**config.mk**
```make
export PLATFORM = sky130hd
export DESIGN_NAME = pipe_front_top
export DESIGN_NICKNAME = d
export VERILOG_FILES = /design/src/verilog/rv_isa_pkg.sv /design/src/verilog/pipe_ctrl_pkg.sv /design/src/verilog/fetch_stage.sv /design/src/verilog/decode_stage.sv /design/src/verilog/hazard_detection_unit.sv /design/src/verilog/muldiv_sequencer.sv /design/src/verilog/pipe_front_top.sv
export SDC_FILE = /design/constraint.sdc
export NUM_CORES = 1
export LEC_CHECK = 0
export ABC_AREA = 1
export BUFFER_PORTS_ARGS = -buffer_cell sky130_fd_sc_hd__buf_2
export CAP_MARGIN = 20
export CORE_MARGIN = 2
export CORE_UTILIZATION = 52
export DETAILED_ROUTE_END_ITERATION = 12
export GPL_TIMING_DRIVEN = 0
export PLACE_DENSITY = 0.76
export SYNTH_ARGS = -nofsm -noshare
export SYNTH_HDL_FRONTEND = slang
export SYNTH_SLANG_ARGS = --single-unit
```
**constraint.sdc**
```tcl
create_clock -name clk -period 5 [get_ports clk]
set_input_delay 0.5 -clock clk [delete_from_list [all_inputs] [get_ports clk]]
set_output_delay 0.5 -clock clk [all_outputs]
set_load 0.02 [all_outputs]
```
**src/verilog/rv_isa_pkg.sv**
```systemverilog
////////////////////////////////////////////////////////////
// RV32 ISA definitions for the pipeline front end
// Instruction and register index types, RV32I/M encodings
////////////////////////////////////////////////////////////

`default_nettype none

package rv_isa_pkg;

  // Raw instruction word
  typedef logic [31:0] instr_t;
  // Integer register index where zero selects x0
  typedef logic [4:0]  reg_idx_t;
  // Major opcode field, bits 6:0
  typedef logic [6:0]  opcode_t;
  // Minor opcode fields
  typedef logic [2:0]  funct3_t;
  typedef logic [6:0]  funct7_t;

  // Major opcodes in use
  localparam opcode_t OPC_LOAD   = 7'b0000011;
  localparam opcode_t OPC_OP_IMM = 7'b0010011;
  localparam opcode_t OPC_OP     = 7'b0110011;

  // funct7 of the M extension on OPC_OP
  localparam funct7_t FUNCT7_MULDIV = 7'b0000001;

  // M extension funct3 encodings
  localparam funct3_t F3_MUL    = 3'b000;
  localparam funct3_t F3_MULH   = 3'b001;
  localparam funct3_t F3_MULHSU = 3'b010;
  localparam funct3_t F3_MULHU  = 3'b011;
  localparam funct3_t F3_DIV    = 3'b100;
  localparam funct3_t F3_DIVU   = 3'b101;
  localparam funct3_t F3_REM    = 3'b110;
  localparam funct3_t F3_REMU   = 3'b111;
  // Divides and remainders start here
  localparam funct3_t F3_DIV_FIRST = F3_DIV;

  // addi x0, x0, 0
  localparam instr_t NOP_INSTR = {12'h000, 5'd0, 3'b000, 5'd0, OPC_OP_IMM};

endpackage

`default_nettype wire

```
**src/verilog/pipe_ctrl_pkg.sv**
```systemverilog
////////////////////////////////////////////////////////////
// Pipeline control definitions
// PC type, reset vector, fetch step and M-unit latencies
////////////////////////////////////////////////////////////

`default_nettype none

package pipe_ctrl_pkg;

  // Program counter
  typedef logic [31:0] pc_t;
  // Down counter for the M-unit execute latency
  typedef logic [3:0]  lat_cnt_t;

  // PC after reset
  localparam pc_t RESET_PC = 32'h0000_0000;
  // No branches, so the PC only walks forward one word
  localparam pc_t PC_STEP  = 32'd4;

  // Cycles an M instruction spends in EX
  localparam int MUL_CYCLES = 4;
  localparam int DIV_CYCLES = 8;

endpackage

`default_nettype wire

```
**src/verilog/fetch_stage.sv**
```systemverilog
////////////////////////////////////////////////////////////
// Fetch stage
// Program counter and IF/ID register, both stallable
////////////////////////////////////////////////////////////

`timescale 1ns/1ps
`default_nettype none

module fetch_stage (
  input  logic               clk,
  input  logic               rst_n,
  input  logic               stall_pc,
  input  logic               stall_ifid,
  input  rv_isa_pkg::instr_t imem_rdata,
  output pipe_ctrl_pkg::pc_t imem_addr,
  output logic               ifid_valid,
  output pipe_ctrl_pkg::pc_t ifid_pc,
  output rv_isa_pkg::instr_t ifid_instr
);

  import pipe_ctrl_pkg::*;

  pc_t pc;
  pc_t pc_next;

  // Sequential fetch only
  assign pc_next = pc + PC_STEP;

  // Instruction memory answers in the same cycle
  assign imem_addr = pc;

  // Program counter
  // A stall repeats the same address next cycle
  always_ff @(posedge clk) begin
    if (!rst_n) begin
      pc <= RESET_PC;
    end else if (!stall_pc) begin
      pc <= pc_next;
    end
  end

  // IF/ID valid bit
  // Rises on the first edge out of reset and stays up
  always_ff @(posedge clk) begin
    if (!rst_n) begin
      ifid_valid <= 1'b0;
    end else if (!stall_ifid) begin
      ifid_valid <= 1'b1;
    end
  end

  // IF/ID payload
  // Held during a stall so the word in ID is not lost
  always_ff @(posedge clk) begin
    if (!stall_ifid) begin
      ifid_pc    <= pc;
      ifid_instr <= imem_rdata;
    end
  end

endmodule

`default_nettype wire

```
**src/verilog/decode_stage.sv**
```systemverilog
////////////////////////////////////////////////////////////
// Decode stage
// Source field decode, ID/EX register with bubble and hold,
// and the retire strobe for the entry leaving EX
////////////////////////////////////////////////////////////

`timescale 1ns/1ps
`default_nettype none

module decode_stage (
  input  logic                 clk,
  input  logic                 rst_n,
  input  logic                 ifid_valid,
  input  pipe_ctrl_pkg::pc_t   ifid_pc,
  input  rv_isa_pkg::instr_t   ifid_instr,
  input  logic                 bubble_idex,
  input  logic                 hold_idex,
  output rv_isa_pkg::reg_idx_t ifid_rs1,
  output rv_isa_pkg::reg_idx_t ifid_rs2,
  output logic                 idex_mem_read,
  output logic                 idex_is_mul_div,
  output rv_isa_pkg::reg_idx_t idex_rd,
  output logic [2:0]           idex_funct3,
  output logic                 retire_valid,
  output pipe_ctrl_pkg::pc_t   retire_pc,
  output rv_isa_pkg::instr_t   retire_instr
);

  import rv_isa_pkg::*;
  import pipe_ctrl_pkg::*;

  opcode_t id_opcode;
  funct7_t id_funct7;
  logic    id_is_load;
  logic    id_is_mul_div;

  logic    idex_valid;
  pc_t     idex_pc;
  instr_t  idex_instr;

  // Field extraction from the word in ID
  assign id_opcode = ifid_instr[6:0];
  assign id_funct7 = ifid_instr[31:25];
  // Sources are taken from every format; the hazard unit compares both
  assign ifid_rs1  = ifid_instr[19:15];
  assign ifid_rs2  = ifid_instr[24:20];

  // Class decode, qualified by valid so an empty slot is harmless
  assign id_is_load    = ifid_valid && (id_opcode == OPC_LOAD);
  assign id_is_mul_div = ifid_valid && (id_opcode == OPC_OP) &&
                         (id_funct7 == FUNCT7_MULDIV);

  // ID/EX control bits
  // Hold wins over bubble; a bubble empties the slot
  always_ff @(posedge clk) begin
    if (!rst_n) begin
      idex_valid      <= 1'b0;
      idex_mem_read   <= 1'b0;
      idex_is_mul_div <= 1'b0;
    end else if (!hold_idex) begin
      if (bubble_idex) begin
        idex_valid      <= 1'b0;
        idex_mem_read   <= 1'b0;
        idex_is_mul_div <= 1'b0;
      end else begin
        idex_valid      <= ifid_valid;
        idex_mem_read   <= id_is_load;
        idex_is_mul_div <= id_is_mul_div;
      end
    end
  end

  // ID/EX payload
  // Bubble writes a NOP with no destination
  always_ff @(posedge clk) begin
    if (!hold_idex) begin
      idex_pc <= ifid_pc;
      if (bubble_idex) begin
        idex_instr  <= NOP_INSTR;
        idex_rd     <= '0;
        idex_funct3 <= '0;
      end else begin
        idex_instr  <= ifid_instr;
        idex_rd     <= ifid_instr[11:7];
        idex_funct3 <= ifid_instr[14:12];
      end
    end
  end

  // Entry leaves EX when valid and not held by the M unit
  assign retire_valid = idex_valid && !hold_idex;
  assign retire_pc    = idex_pc;
  assign retire_instr = idex_instr;

endmodule

`default_nettype wire

```
**src/verilog/hazard_detection_unit.sv**
```systemverilog
////////////////////////////////////////////////////////////
// Hazard detection unit
// Integer load-use check and multi-cycle M-unit stall
////////////////////////////////////////////////////////////

`timescale 1ns/1ps
`default_nettype none

module hazard_detection_unit (
  input  logic                 idex_mem_read,
  input  rv_isa_pkg::reg_idx_t idex_rd,
  input  rv_isa_pkg::reg_idx_t ifid_rs1,
  input  rv_isa_pkg::reg_idx_t ifid_rs2,
  input  logic                 muldiv_busy,
  input  logic                 muldiv_done,
  input  logic                 idex_is_mul_div,
  output logic                 stall_pc,
  output logic                 stall_ifid,
  output logic                 bubble_idex
);

  logic rd_nonzero;
  logic rs1_match;
  logic rs2_match;
  logic load_use_hazard;
  logic m_stall;

  // x0 is never a real producer
  assign rd_nonzero = (idex_rd != '0);

  // Both sources checked regardless of format
  assign rs1_match = (idex_rd == ifid_rs1);
  assign rs2_match = (idex_rd == ifid_rs2);

  // Load in EX feeding the instruction in ID
  assign load_use_hazard = idex_mem_read && rd_nonzero && (rs1_match || rs2_match);

  // M instruction in EX or unit still counting
  // Released on done so a second M can follow without deadlock
  assign m_stall = (muldiv_busy || idex_is_mul_div) && !muldiv_done;

  // Front of the pipe freezes on either cause
  assign stall_pc   = load_use_hazard || m_stall;
  assign stall_ifid = load_use_hazard || m_stall;

  // Only load-use empties ID/EX; the M case holds it instead
  assign bubble_idex = load_use_hazard;

endmodule

`default_nettype wire

```
**src/verilog/muldiv_sequencer.sv**
```systemverilog
////////////////////////////////////////////////////////////
// Mul/div latency sequencer
// Keeps an M instruction in EX for its funct3 latency
////////////////////////////////////////////////////////////

`timescale 1ns/1ps
`default_nettype none

module muldiv_sequencer (
  input  logic       clk,
  input  logic       rst_n,
  input  logic       idex_is_mul_div,
  input  logic [2:0] idex_funct3,
  output logic       muldiv_busy,
  output logic       muldiv_done,
  output logic       hold_idex
);

  import rv_isa_pkg::*;
  import pipe_ctrl_pkg::*;

  typedef enum logic {
    ST_IDLE,
    ST_COUNT
  } seq_state_t;

  seq_state_t state;
  lat_cnt_t   cnt;
  lat_cnt_t   lat_load;
  logic       start;
  logic       last;

  // New M instruction seen in EX while idle
  assign start = (state == ST_IDLE) && idex_is_mul_div;

  // First EX cycle is the start cycle itself, so load latency minus one
  assign lat_load = (idex_funct3 >= F3_DIV_FIRST) ? lat_cnt_t'(DIV_CYCLES - 1) :
                                                    lat_cnt_t'(MUL_CYCLES - 1);

  // Final EX cycle of the instruction
  assign last = (state == ST_COUNT) && (cnt == lat_cnt_t'(1));

  // State machine
  always_ff @(posedge clk) begin
    if (!rst_n) begin
      state <= ST_IDLE;
    end else begin
      case (state)
        ST_IDLE: begin
          if (start) begin
            state <= ST_COUNT;
          end
        end
        ST_COUNT: begin
          if (last) begin
            state <= ST_IDLE;
          end
        end
        default: state <= ST_IDLE;
      endcase
    end
  end

  // Down counter
  always_ff @(posedge clk) begin
    if (!rst_n) begin
      cnt <= '0;
    end else if (start) begin
      cnt <= lat_load;
    end else if (state == ST_COUNT) begin
      cnt <= cnt - lat_cnt_t'(1);
    end
  end

  assign muldiv_busy = (state == ST_COUNT);
  // One-cycle pulse in the last EX cycle
  assign muldiv_done = last;
  // Release the entry on done so it retires that cycle
  assign hold_idex   = idex_is_mul_div && !last;

endmodule

`default_nettype wire

```
**src/verilog/pipe_front_top.sv**
```systemverilog
////////////////////////////////////////////////////////////
// Pipeline front end top level
// Fetch, decode and EX hold with hazard and M-unit control
////////////////////////////////////////////////////////////

`timescale 1ns/1ps
`default_nettype none

module pipe_front_top (
  input  logic               clk,
  input  logic               rst_n,
  input  rv_isa_pkg::instr_t imem_rdata,
  output pipe_ctrl_pkg::pc_t imem_addr,
  output logic               retire_valid,
  output pipe_ctrl_pkg::pc_t retire_pc,
  output rv_isa_pkg::instr_t retire_instr
);

  import rv_isa_pkg::*;
  import pipe_ctrl_pkg::*;

  // IF/ID
  logic       ifid_valid;
  pc_t        ifid_pc;
  instr_t     ifid_instr;
  reg_idx_t   ifid_rs1;
  reg_idx_t   ifid_rs2;

  // ID/EX side toward control
  logic       idex_mem_read;
  logic       idex_is_mul_div;
  reg_idx_t   idex_rd;
  logic [2:0] idex_funct3;

  // Control
  logic       stall_pc;
  logic       stall_ifid;
  logic       bubble_idex;
  logic       muldiv_busy;
  logic       muldiv_done;
  logic       hold_idex;

  fetch_stage u_fetch (
    .clk        (clk),
    .rst_n      (rst_n),
    .stall_pc   (stall_pc),
    .stall_ifid (stall_ifid),
    .imem_rdata (imem_rdata),
    .imem_addr  (imem_addr),
    .ifid_valid (ifid_valid),
    .ifid_pc    (ifid_pc),
    .ifid_instr (ifid_instr)
  );

  decode_stage u_decode (
    .clk             (clk),
    .rst_n           (rst_n),
    .ifid_valid      (ifid_valid),
    .ifid_pc         (ifid_pc),
    .ifid_instr      (ifid_instr),
    .bubble_idex     (bubble_idex),
    .hold_idex       (hold_idex),
    .ifid_rs1        (ifid_rs1),
    .ifid_rs2        (ifid_rs2),
    .idex_mem_read   (idex_mem_read),
    .idex_is_mul_div (idex_is_mul_div),
    .idex_rd         (idex_rd),
    .idex_funct3     (idex_funct3),
    .retire_valid    (retire_valid),
    .retire_pc       (retire_pc),
    .retire_instr    (retire_instr)
  );

  hazard_detection_unit u_hazard (
    .idex_mem_read   (idex_mem_read),
    .idex_rd         (idex_rd),
    .ifid_rs1        (ifid_rs1),
    .ifid_rs2        (ifid_rs2),
    .muldiv_busy     (muldiv_busy),
    .muldiv_done     (muldiv_done),
    .idex_is_mul_div (idex_is_mul_div),
    .stall_pc        (stall_pc),
    .stall_ifid      (stall_ifid),
    .bubble_idex     (bubble_idex)
  );

  muldiv_sequencer u_muldiv_seq (
    .clk             (clk),
    .rst_n           (rst_n),
    .idex_is_mul_div (idex_is_mul_div),
    .idex_funct3     (idex_funct3),
    .muldiv_busy     (muldiv_busy),
    .muldiv_done     (muldiv_done),
    .hold_idex       (hold_idex)
  );

endmodule

`default_nettype wire

```
==> results.json <==
{
  "syn_inst": 578,
  "cts.repair.resized": 0,
  "critPathCaptureType": "flop",
  "fmax_mhz": 405,
  "maxCapViolCount": 0,
  "area_delta_synth_final_pct": 23.4,
  "cts_tree": "built",
  "setup_viol": 0,
  "outcome": "complete, no violations",
  "gr-usage-met2": 0.347,
  "top_usage_layer": "met2",
  "core_area_um2": 12000,
  "drcViolationCount": 0,
  "fp.dieH_um": 115,
  "worstReg2RegStart": "u_muldiv_seq.cnt[1]$_SDFFE_PN0P_",
  "slew_viol_final": 0,
  "required_ns": 5.12,
  "finalSetupTns_ns": 0,
  "syn_area_um2": 6360,
  "p_comb_frac": 0.036,
  "met1_usage": 0.254,
  "switching_share": 0.202,
  "initial_core_util": 0.532,
  "cp.arrival_ns": 2.59,
  "place_area_um2": 7220,
  "synth_cell_type_count": 26,
  "place_hpwl_um": 8850,
  "drt_first_pass_iters": 5,
  "hold_path.class": "primary input to flop",
  "cp-startpoint": "u_muldiv_seq.cnt[1]$_SDFFE_PN0P_",
  "yosys_register_bits": 163,
  "synth-async-reset-ratio": 0,
  "final_cells": 887,
  "clockPowerShare": 0.459,
  "dieArea_um2": 13100,
  "num_vias": 4526,
  "antenna_cells": 0,
  "clk_latency_ns": 0.43,
  "p_leak_nw": 3.58,
  "routed_wl_um": 13000,
  "overflow": 0,
  "htree_num_levels": 4,
  "antenna_found_initial": 0,
  "sequentialPowerShare": 0.505,
  "seq_area_frac_synth": 0.708,
  "synth_top_area_share": 0.585,
  "final_area_um2": 7850,
  "path_clk_slew_ns": 0.06,
  "max_stage_delay_ns": 0.50,
  "gp_congestion": 0.901,
  "clockBufferDepth": 2,
  "drtAntennaViolNets": 0,
  "worstHoldStart": "imem_rdata[10]",
  "cp_top_family": "buffers and inverters",
  "drtIter0Drc": 370,
  "io_buffers": 125,
  "grt_pass1_vias": 4395,
  "nFillCells": 901,
  "peakVddDrop_mv": 0.316,
  "clock_sinks": 163,
  "grt_use_met3": 0.0619,
  "grt_max_degree": 35,
  "synthTopCellsByArea": "edfxtp_1, dfxtp_1, nor2_1",
  "ys.flop_type": "edfxtp_1",
  "layout-drive-gt1-share": 0.258,
  "critical_path_buf_inv_count": 4,
  "track_usage": 0.211,
  "grt_pass1_wl_um": 20800,
  "timing.hold.ws_ns": 0.242,
  "maxSlewHeadroom": 0.520,
  "rsz0062_at_grt": "no",
  "cts-buffers-inserted": 17,
  "p_sw_uw": 600,
  "postCtsSetupBuffers": 0,
  "wl_per_cell_um": 14.7,
  "cp_slowest_cell": "inv_2",
  "fin_skew_ns": 0.00706,
  "dp.cells": 855,
  "fin_crit_sh": 0.494,
  "internal-power_mw": 2.37,
  "synth_area_per_cell_um2": 11.0,
  "power_density_nw_per_um2": 378,
  "worst_pin_slew_ns": 0.719,
  "worstSetupStartpointType": "flop",
  "crit_path_max_fanout": 34,
  "placementRows": 40,
  "min_period_ns": 2.47,
  "crit_type": "flop to flop",
  "fp.dieW_um": 115,
  "ioPinCount": 131,
  "yosysWarningCount": 0,
  "detail_route.vias_per_cell": 5.10,
  "cts_hold_buf": 0,
  "root_buffer": "clkbuf_16",
  "yosysTopAreaCell": "edfxtp_1",
  "final_net_count": 764,
  "p_total_mw": 2.97,
  "synth_edf_count": 124,
  "crit_chain": "inv_1, ha_1, nand3_2, a21oi_4, buf_4, nand2_1, inv_2, buf_12",
  "hold_violations": 0
}
## worst paths after layout
check / end / slack (ns) / cells after the start
worst max-delay path: u_fetch.ifid_pc[2]$_DFFE_PN_ / 2.53 / 8
worst min-delay path: u_fetch.ifid_instr[10]$_DFFE_PN_ / 0.24 / 1
worst max register to register: u_fetch.ifid_pc[2]$_DFFE_PN_ / 2.53 / 8
worst min register to register: u_decode.retire_pc[2]$_DFFE_PN_ / 0.42 / 0
## power by group through the flow
| stage | combinational, mW | clock (mW) | sequential (mW) |
|---|---|---|---|
| floorplan | 0.0428 | 0 | 1.55 |
| global placement | 0.103 | 0 | 1.53 |
| detailed placement | 0.106 | 0 | 1.53 |
| CTS | 0.107 | 1.39 | 1.50 |
| global route | 0.118 | 1.44 | 1.50 |
| finish | 0.106 | 1.36 | 1.50 |
## area by class of cell
cell class                      count  area, um^2  share of cell area
Buffer                             21         158              0.0201
Clock buffer                       19         443              0.0564
Clock inverter                     13         184              0.0234
Inverter                           64         240              0.0306
Multi-Input combinational cell    333        1470               0.187
Sequential cell                   163        4500               0.574
Tap cell                          147         184              0.0234
Timing Repair Buffer              127         666              0.0848
## layout by cell type, fill, tap and decap left out, drive strengths merged
cell type / instances
edfxtp: 124
ha: 3
inv: 64
nor2: 115
xnor2: 2
nand3: 52
buf: 148
a31oi: 1
o21ai: 5
nand4: 6
nor3: 5
or2: 2
conb: 4
bufinv: 4
xor2: 1
clkinvlp: 6
clkbuf: 19
a221oi: 1
dfxtp: 39
a21oi: 37
nand2: 99
clkinv: 3
## metal layers
layer / part of all wire / vias to the layer above
li1: - / 2214
met1: 0.42 / 2140
met2: 0.50 / 149
met3: 0.057 / 23
met4: 0.021 / 0
met5: 0 / -
## cells by family (layout without fill, tap and decap cells)
group / count (synthesis) / count (layout) / synth area share
xor+xnor: 3 / 3 / 0.00413
other cells: 1 / 4 / 0.000589
compound gates: 44 / 44 / 0.0372
flops: 163 / 163 / 0.708
buf+inv: 85 / 244 / 0.0625
simple gates: 279 / 279 / 0.182
fa+ha+maj: 3 / 3 / 0.00590
## synthesized netlist by cell type (6+ instances only)
library cell / number
edfxtp_1: 124
buf_2: 9
nand4_1: 6
nand3_1: 51
dfxtp_1: 39
buf_4: 6
nor2_1: 113
inv_1: 61
buf_6: 6
nand2_1: 98
a21oi_1: 36
## stage by stage
step,setup slack (ns),utilization
final,2.53,0.656
after global routing,2.30,0.656
after floorplan,2.14,-
after CTS,2.51,0.656
after detailed placement,2.52,0.604
after global placement,1.49,0.601
## state kept, by name, indices dropped and copies added, names as in the netlist
name	count
u_fetch.imem_addr	30
u_fetch.ifid_pc	30
u_muldiv_seq.cnt	4
u_decode.idex_valid	1
u_decode.retire_instr	32
u_fetch.ifid_instr	32
u_muldiv_seq.muldiv_busy	1
u_fetch.ifid_valid	1
u_decode.idex_mem_read	1
u_decode.idex_is_mul_div	1
u_decode.retire_pc	30
(Power assumes the default switching activity.)
